$ cat src/verilog/uart_consts.svh
/*
  Serial message beacon constants.
  Bit timing, FIFO sizing and message length.
*/

`ifndef UART_CONSTS_SVH
`define UART_CONSTS_SVH

//////////////////////////////////////////////////////////////////////
// Serial line timing
//////////////////////////////////////////////////////////////////////

`define UART_CLKS_PER_BIT    16   // Clocks per serial bit, sim friendly.
`define UART_BITS_PER_FRAME  10   // Start, 8 data, stop.

//////////////////////////////////////////////////////////////////////
// Buffering and message
//////////////////////////////////////////////////////////////////////

`define FIFO_AW              3    // FIFO address width, 8 beats deep.
`define MSG_LEN              13   // "Lorem Ipsum" plus CR LF.

`endif
$ cat src/verilog/uart_pkg.sv
/*
  Serial message beacon types.
  Byte beat passed down the chain and transmitter FSM states.
*/

package uart_pkg;

  //////////////////////////////////////////////////////////////////////
  // Beat from source through FIFO to transmitter
  //////////////////////////////////////////////////////////////////////

  typedef struct packed {
    logic       eom;    // Last character of the message.
    logic [7:0] data;   // ASCII character.
  } msg_beat_t;

  //////////////////////////////////////////////////////////////////////
  // Transmitter FSM
  //////////////////////////////////////////////////////////////////////

  typedef enum logic [1:0] {
    TX_IDLE,    // Line high, waiting for a beat.
    TX_START,   // Start bit, line low.
    TX_DATA,    // Data bits, LSB first.
    TX_STOP     // Stop bit, line high.
  } tx_state_t;

endpackage

$ cat src/verilog/uart_msg_top.sv
/*
  Serial message beacon top.
  Message source feeding a byte FIFO drained by an 8N1 transmitter.
*/

`timescale 1ns/10ps

module uart_msg_top (
  input  logic clk,        // Clock.
  input  logic arst_n,     // Async reset, active low.
  input  logic run,        // Let the source fetch characters.
  output logic txd,        // Serial line.
  output logic msg_done    // Pulse per completed message.
);

  import uart_pkg::*;

  logic      push;        // Source write strobe.
  logic      pop;         // Transmitter read strobe.
  logic      full;        // FIFO full, source busy.
  logic      empty;       // FIFO empty.
  msg_beat_t push_beat;   // Source to FIFO.
  msg_beat_t head_beat;   // FIFO to transmitter.

  //////////////////////////////////////////////////////////////////////
  // Producer, buffer, consumer
  //////////////////////////////////////////////////////////////////////

  msg_source u_source (
    .clk       (clk),
    .arst_n    (arst_n),
    .run       (run),
    .busy      (full),   // Back pressure from FIFO.
    .push      (push),
    .push_beat (push_beat)
  );

  byte_fifo u_fifo (
    .clk       (clk),
    .arst_n    (arst_n),
    .push      (push),
    .push_beat (push_beat),
    .pop       (pop),
    .head_beat (head_beat),
    .full      (full),
    .empty     (empty)
  );

  uart_tx u_tx (
    .clk       (clk),
    .arst_n    (arst_n),
    .empty     (empty),
    .head_beat (head_beat),
    .pop       (pop),
    .txd       (txd),
    .msg_done  (msg_done)
  );

endmodule

$ cat src/verilog/uart_tx.sv
/*
  UART transmitter.
  Pops byte beats from the FIFO and sends each as an 8N1 frame,
  flagging the stop bit of the last character of a message.
*/

`timescale 1ns/10ps

`include "uart_consts.svh"

module uart_tx (
  input  logic                clk,         // Clock.
  input  logic                arst_n,      // Async reset, active low.
  input  logic                empty,       // FIFO has no beat.
  input  uart_pkg::msg_beat_t head_beat,   // Oldest FIFO beat.
  output logic                pop,         // Take head beat.
  output logic                txd,         // Serial line.
  output logic                msg_done     // End of message pulse.
);

  import uart_pkg::*;

  localparam int data_bits = `UART_BITS_PER_FRAME - 2;      // Minus start and stop.
  localparam int cnt_w     = $clog2(`UART_CLKS_PER_BIT);   // Bit period counter.
  localparam int bidx_w    = $clog2(data_bits);            // Data bit index.

  tx_state_t            state;       // Frame position.
  logic [cnt_w-1:0]     cnt;         // Clocks into current bit.
  logic [bidx_w-1:0]    bit_idx;     // Data bit being sent.
  logic [data_bits-1:0] shreg;       // Remaining data bits.
  logic                 eom_q;       // Frame closes a message.
  logic                 bit_end;     // Last clock of a bit.
  logic                 last_data;   // Final data bit on the line.
  logic                 shift;       // Advance shift register.

  //////////////////////////////////////////////////////////////////////
  // Timing helpers
  //////////////////////////////////////////////////////////////////////

  assign bit_end   = (cnt == cnt_w'(`UART_CLKS_PER_BIT - 1));
  assign last_data = (bit_idx == bidx_w'(data_bits - 1));
  assign shift     = bit_end && (state == TX_START || state == TX_DATA);

  assign pop      = (state == TX_IDLE) && !empty;      // Take beat when idle.
  assign msg_done = (state == TX_STOP) && bit_end && eom_q;   // Last stop clock.

  //////////////////////////////////////////////////////////////////////
  // Frame FSM
  //////////////////////////////////////////////////////////////////////

  always_ff @(posedge clk or negedge arst_n)
    if (!arst_n)
      begin
        state   <= TX_IDLE;
        cnt     <= '0;
        bit_idx <= '0;
        txd     <= 1'b1;   // Line idles high.
      end
    else
      case (state)
        TX_IDLE :
          if (pop)
            begin
              state <= TX_START;
              cnt   <= '0;
              txd   <= 1'b0;   // Start bit next cycle.
            end
        TX_START :
          if (bit_end)
            begin
              state   <= TX_DATA;
              cnt     <= '0;
              bit_idx <= '0;
              txd     <= shreg[0];   // LSB first.
            end
          else
            cnt <= cnt + 1'b1;
        TX_DATA :
          if (bit_end)
            begin
              cnt <= '0;
              if (last_data)
                begin
                  state <= TX_STOP;
                  txd   <= 1'b1;   // Stop bit.
                end
              else
                begin
                  bit_idx <= bit_idx + 1'b1;
                  txd     <= shreg[0];   // Next data bit.
                end
            end
          else
            cnt <= cnt + 1'b1;
        TX_STOP :
          if (bit_end)
            begin
              state <= TX_IDLE;   // Pop allowed next cycle.
              cnt   <= '0;
            end
          else
            cnt <= cnt + 1'b1;
        default :
          state <= TX_IDLE;
      endcase

  //////////////////////////////////////////////////////////////////////
  // Data path
  //////////////////////////////////////////////////////////////////////

  // Payload, loaded on pop.
  always_ff @(posedge clk)
    if (pop)
      begin
        shreg <= head_beat.data;
        eom_q <= head_beat.eom;
      end
    else if (shift)
      shreg <= shreg >> 1;   // Expose next bit at LSB.

  // A popped beat starts its frame on the following cycle.
  assert property (@(posedge clk) disable iff (!arst_n)
                   pop |-> (state == TX_IDLE) ##1 (state == TX_START && !txd))
    else $error("uart_tx: pop outside idle or frame not started");

endmodule

$ cat src/verilog/byte_fifo.sv
/*
  Byte beat FIFO.
  Eight entry first-word-fall-through buffer between the message
  source and the transmitter, with full and empty flags.
*/

`timescale 1ns/10ps

`include "uart_consts.svh"

module byte_fifo (
  input  logic                clk,         // Clock.
  input  logic                arst_n,      // Async reset, active low.
  input  logic                push,        // Write strobe.
  input  uart_pkg::msg_beat_t push_beat,   // Beat to write.
  input  logic                pop,         // Read strobe.
  output uart_pkg::msg_beat_t head_beat,   // Oldest beat.
  output logic                full,        // No free slot.
  output logic                empty        // Nothing stored.
);

  import uart_pkg::*;

  localparam int aw    = `FIFO_AW;   // Address width.
  localparam int depth = 1 << aw;    // Entry count.

  //////////////////////////////////////////////////////////////////////
  // Storage and pointers
  //////////////////////////////////////////////////////////////////////

  msg_beat_t     mem [0:depth-1];   // Beat storage.
  logic [aw:0]   wr_ptr;            // Write pointer, extra wrap bit.
  logic [aw:0]   rd_ptr;            // Read pointer, extra wrap bit.
  logic [aw-1:0] wr_addr;           // Write slot.
  logic [aw-1:0] rd_addr;           // Read slot.
  logic          same_addr;         // Pointers on the same slot.
  logic          same_wrap;         // Pointers on the same lap.

  assign wr_addr = wr_ptr[aw-1:0];
  assign rd_addr = rd_ptr[aw-1:0];

  always_ff @(posedge clk or negedge arst_n)
    if (!arst_n)
      begin
        wr_ptr <= '0;
        rd_ptr <= '0;
      end
    else
      begin
        if (push)
          wr_ptr <= wr_ptr + 1'b1;   // Advance on write.
        if (pop)
          rd_ptr <= rd_ptr + 1'b1;   // Advance on read.
      end

  // Entries carry no reset.
  always_ff @(posedge clk)
    if (push)
      mem[wr_addr] <= push_beat;

  //////////////////////////////////////////////////////////////////////
  // Head and flags
  //////////////////////////////////////////////////////////////////////

  assign head_beat = mem[rd_addr];   // Fall through from read slot.

  assign same_addr = (wr_addr == rd_addr);
  assign same_wrap = (wr_ptr[aw] == rd_ptr[aw]);

  assign empty = same_addr && same_wrap;    // Caught up.
  assign full  = same_addr && !same_wrap;   // Writer a lap ahead.

  //////////////////////////////////////////////////////////////////////
  // Handshake checks
  //////////////////////////////////////////////////////////////////////

  // Source must honor the busy level.
  assert property (@(posedge clk) disable iff (!arst_n)
                   push |-> !full)
    else $error("byte_fifo: push while full");

  // Transmitter must only take a shown beat.
  assert property (@(posedge clk) disable iff (!arst_n)
                   pop |-> !empty)
    else $error("byte_fifo: pop while empty");

endmodule

$ cat src/verilog/msg_source.sv
/*
  Message source.
  Walks a fixed character ROM and hands one character at a time
  downstream through a holding register while the FIFO is not busy.
*/

`timescale 1ns/10ps

`include "uart_consts.svh"

module msg_source (
  input  logic                clk,         // Clock.
  input  logic                arst_n,      // Async reset, active low.
  input  logic                run,         // Allow new characters.
  input  logic                busy,        // Downstream full.
  output logic                push,        // One cycle write strobe.
  output uart_pkg::msg_beat_t push_beat    // Character and eom flag.
);

  import uart_pkg::*;

  localparam int idx_w = $clog2(`MSG_LEN);   // ROM index width.

  logic [idx_w-1:0] index;       // Next ROM character.
  logic             hold_full;   // Holding register occupied.
  logic             load;        // Fetch into holding register.
  logic             last_idx;    // Index sits on the line feed.
  msg_beat_t        rom_beat;    // Beat read from ROM.

  //////////////////////////////////////////////////////////////////////
  // Character ROM
  //////////////////////////////////////////////////////////////////////

  assign last_idx = (index == idx_w'(`MSG_LEN - 1));

  always_comb
    begin
      rom_beat.eom = last_idx;   // Flag on the final character.
      case (index)
        4'd0    : rom_beat.data = "L";
        4'd1    : rom_beat.data = "o";
        4'd2    : rom_beat.data = "r";
        4'd3    : rom_beat.data = "e";
        4'd4    : rom_beat.data = "m";
        4'd5    : rom_beat.data = " ";
        4'd6    : rom_beat.data = "I";
        4'd7    : rom_beat.data = "p";
        4'd8    : rom_beat.data = "s";
        4'd9    : rom_beat.data = "u";
        4'd10   : rom_beat.data = "m";
        4'd11   : rom_beat.data = 8'h0d;   // Carriage return.
        4'd12   : rom_beat.data = 8'h0a;   // Line feed.
        default : rom_beat.data = 8'h00;   // Never reached.
      endcase
    end

  //////////////////////////////////////////////////////////////////////
  // Holding register and handoff
  //////////////////////////////////////////////////////////////////////

  assign load = !hold_full && run;   // Paused source loads nothing.

  always_ff @(posedge clk or negedge arst_n)
    if (!arst_n)
      begin
        hold_full <= 1'b0;
        push      <= 1'b0;
        index     <= '0;
      end
    else if (hold_full && !busy)
      begin
        push      <= 1'b1;   // Hand off next cycle.
        hold_full <= 1'b0;
      end
    else
      begin
        push <= 1'b0;
        if (load)
          begin
            hold_full <= 1'b1;
            index     <= last_idx ? '0 : index + 1'b1;   // Wrap after LF.
          end
      end

  // Payload only, written on fetch.
  always_ff @(posedge clk)
    if (load)
      push_beat <= rom_beat;

  // Handoff decided on a not busy cycle must still see room.
  assert property (@(posedge clk) disable iff (!arst_n)
                   push |-> !busy)
    else $error("msg_source: push while FIFO busy");

endmodule

$ cat config.mk
export PLATFORM = sky130hd
export DESIGN_NAME = uart_msg_top
export DESIGN_NICKNAME = d
export VERILOG_FILES = /design/src/verilog/uart_pkg.sv /design/src/verilog/uart_msg_top.sv /design/src/verilog/uart_tx.sv /design/src/verilog/byte_fifo.sv /design/src/verilog/msg_source.sv
export VERILOG_INCLUDE_DIRS = /design/src /design/src/verilog
export SDC_FILE = /design/constraint.sdc
export NUM_CORES = 1
export LEC_CHECK = 0
export ABC_CLOCK_PERIOD_IN_PS = 1800
export BUFFER_PORTS_ARGS = -buffer_cell sky130_fd_sc_hd__buf_4
export CORE_MARGIN = 2
export CORE_UTILIZATION = 56
export CTS_BUF_LIST = sky130_fd_sc_hd__clkbuf_16
export DETAILED_ROUTE_END_ITERATION = 16
export MAX_ROUTING_LAYER = met4
export PLACE_DENSITY = 0.86
export SLEW_MARGIN = 20
export SYNTH_ARGS = -nofsm -noshare
export SYNTH_HDL_FRONTEND = slang
export SYNTH_SLANG_ARGS = --single-unit
$ cat constraint.sdc
create_clock -name clk -period 1.8 [get_ports clk]
set_input_delay 0.27 -clock clk [delete_from_list [all_inputs] [get_ports clk]]
set_output_delay 0.27 -clock clk [all_outputs]
set_load 0.01 [all_outputs]
==> flow_metrics.py <==
metrics = {
    "floorplanning": {
        "die_w_microns": 93.9,
        "io-pin-count": 5,
        "rows": 32,
        "die_y_microns": 93.9,
        "dieArea_sq_um": 8820,
        "core_area_sq_um": 7770,
        "start_util": 0.583,
    },
    "yosys": {
        "synth_common_cells": "edfxtp_1 (80), dfrtp_1 (23), nor2_1 (21)",
        "synth_area_sq_um": 4530,
        "synth_compound_area_frac": 0.0539,
        "synth_mux_area_frac": 0.122,
        "synth-main-ff-cell": "edfxtp_1",
        "yosysMostFrequentCell": "edfxtp_1",
        "synth_top_area_frac": 0.531,
        "netlist.top_cell.by_area": "edfxtp_1",
        "synthSimpleGateAreaFrac": 0.0602,
        "syn_area_per_cell_sq_um": 15.7,
        "yosysWarnings": 0,
        "synthCells": 288,
        "async_reset_ff_frac": 0.231,
        "synth_nets": 308,
        "synth-seq-area-share": 0.663,
        "synthTopCellsByArea": "edfxtp_1 (53%), dfrtp_1 (13%), mux4_2 (7.0%)",
        "synth_edf_count": 80,
        "synth_adder_area_share": 0.0470,
        "synthXorXnorAreaFrac": 0.0268,
        "ys_ff_latch": 104,
        "synth_top_family_by_area": "multiplexers",
        "ys_types": 38,
    },
    "cts": {
        "clk_pin_slew_ns": 0.07,
        "cts_root_buffer": "clkbuf_16",
        "cts_buffers": 9,
        "cts_tree": "done",
        "h-tree-depth": 3,
        "clock_latency_ns": 0.34,
        "clkSinkCount": 104,
        "clk_path_buf_depth": 2,
    },
    "status": {
        "status": "complete, no violations",
    },
    "global_route": {
        "grt_pass1_vias": 2562,
        "grt_use_total": 0.210,
        "antenna_found_initial": 0,
        "grt_pass1_wl_mm": 13.1,
        "grt_remaining_overflow": 0,
        "grt_start_max_net_pins": 25,
    },
    "finish": {
        "postLayoutCoreUtil": 0.660,
        "final_nets": 334,
        "drive_gt1_frac": 0.235,
        "instances_no_fill": 421,
        "design_area_sq_um": 5120,
        "syn_to_final_growth_pct": 13.2,
        "antenna_cells": 0,
    },
    "timing": {
        "postLayoutSetupSlackWorst_ns": 0.0700,
        "fin_tns_setup_ns": 0,
        "slew_viol_final": 0,
        "min_period_ns": 1.73,
        "setup_viol": 0,
        "slew-limit-headroom": 0.703,
        "rsz0062_at_grt": "false",
        "worst_pin_slew_ns": 0.445,
        "hold_viol": 0,
        "clock_skew_ns": 0.00695,
        "finalCritPeriodShare": 0.961,
        "max_freq_mhz": 578,
    },
    "place": {
        "io_buffers": 4,
        "hpwlAfterDp_mm": 5.33,
        "pre_cts_ws_ns": 0.0527,
        "gp_congestion": 0.778,
        "dpl_cell_area_sq_um": 4810,
        "post-place-cells": 403,
    },
    "drt": {
        "firstDrtPassIters": 4,
        "drt_iter0_drc": 117,
        "route.vias.total": 2440,
        "avgViaCountPerCell": 5.80,
        "drc_errors": 0,
        "routed_wl_mm": 8.07,
        "route.detailed.wl_per_inst_microns": 19.2,
        "dr_wl_met3_microns": 233,
        "met1_length_mm": 3.46,
        "highest_layer": "met4",
        "met2_length_mm": 4.24,
        "antenna_left": 0,
    },
    "critical_path": {
        "r2r_slack_ns": 0.07,
        "arrival_ns": 1.81,
        "crit_fanout": 15,
        "slowest_delay_ns": 0.42,
        "worst_ep_required_time_ns": 1.88,
        "crit_path_cell_trace": "xor2_1, buf_4, o41ai_4, buf_6, o21ai_0",
        "critical_path_class": "flop to flop",
        "cp-start-kind": "flop",
        "end_kind": "flop",
        "cpMaxStageDelayCell": "dfrtp_1",
    },
    "flow_run": {
        "max-cap-violations": 0,
    },
    "pwr": {
        "total_leakage_power_uw": 0.00190,
        "peakVddDrop_v": 0.000723,
        "power.density_nw_per_um2": 1230,
    },
    "worst_hold_path": {
        "min_path_type": "input port to flop",
    },
}
==> worst max-delay path, delay by kind of cell, from the launching register on <==
kind,cells,cell delay (ns)
AO/OA/AOI/OAI,2,0.45
flip-flops,1,0.42
buffers and inverters,2,0.41
XOR/XNOR,1,0.19
==> final cells by class <==
cell class	count	area (sq um)
inverters	13	48.8
repair buffers	28	229
clock buffers	9	225
multi-input cells	158	1440
clock inverters	7	46.3
well taps	102	128
flip-flops and latches	104	3010
fillers	550	2640
==> placed cells by master (no fill, tap or decap), types with 2 or more instances in the layout <==
cell | synthesis | routed
a21oi_1 | 7 | 7
a22o_1 | 7 | 7
and2_1 | 2 | 2
buf_4 | 1 | 25
clkbuf_16 | 0 | 9
dfrtp_1 | 23 | 21
dfrtp_2 | 0 | 2
edfxtp_1 | 80 | 80
ha_1 | 17 | 17
inv_1 | 13 | 14
mux2_2 | 8 | 8
mux2i_1 | 8 | 8
mux4_1 | 2 | 2
mux4_2 | 14 | 14
nand2_1 | 20 | 19
nand2b_1 | 3 | 3
nand3_1 | 6 | 6
nor2_1 | 21 | 21
nor3_1 | 4 | 4
o21ai_0 | 12 | 12
xnor2_1 | 5 | 5
xor2_1 | 7 | 5
xor2_2 | 1 | 3
==> kinds of logic after synthesis <==
| group | Yosys count |
|---|---|
| DFF | 104 |
| and+or+nand+nor | 61 |
| AOI/OAI and AO/OA | 34 |
| muxes | 33 |
| buffers and inverters | 26 |
| adders and majority gates | 17 |
| xor gates and xnor gates | 13 |
==> metal layers <==
layer,up-vias,track usage
li1,1125,-
met1,1264,0.256
met2,40,0.350
met3,11,0.0441
met4,0,0.0785
met5,-,-
==> sequential cells by signal, summed over array words and instances, names as in the netlist, 2 cells and up <==
register and count:
u_fifo.mem 64, u_fifo.rd_ptr 4, u_fifo.wr_ptr 4, u_source.index 4, u_source.push_beat 8, u_tx.bit_idx 3, u_tx.cnt 4, u_tx.shreg 7
u_tx.state 2
==> metrics by stage <==
step / hold WS, ns / total power, uW
final: 0.234 / 6280
after global routing: 0.255 / 6590
after CTS: 0.225 / 6280
after detailed placement: 0.193 / 4510
after global placement: 0.184 / 4420
after floorplan: -0.0256 / 4110
==> report_power, final <==
group | internal [uW] | leakage, uW | switching (uW)
registers | 3100 | 0.00100 | 353
clock network | 941 | 0.000137 | 835
logic | 450 | 0.000759 | 595
==> what timing repair did <==
action,in CTS,in global routing
setup endpoints to repair,0,7
endpoints found under the hold margin,23,0
hold buffers,1,0
gates resized for setup,0,7
buffers inserted,0,1
==> final timing paths <==
check	startpoint	end	cells past startpoint
worst min-delay path	run	u_source.hold_full$_DFFE_PN0P_	3
worst min register to register	u_source.hold_full$_DFFE_PN0P_	u_source.hold_full$_DFFE_PN0P_	2
min in group asynchronous	arst_n	u_source.hold_full$_DFFE_PN0P_	2
max in group asynchronous	arst_n	u_tx.txd$_DFFE_PN1P_	2
worst max register to register	u_fifo.rd_ptr[3]$_DFFE_PN0P_	u_tx.shreg[3]$_DFFE_PP_	5
worst max-delay path	u_fifo.rd_ptr[3]$_DFFE_PN0P_	u_tx.shreg[3]$_DFFE_PP_	5
No activity file was read; power rests on OpenSTA's default activity.
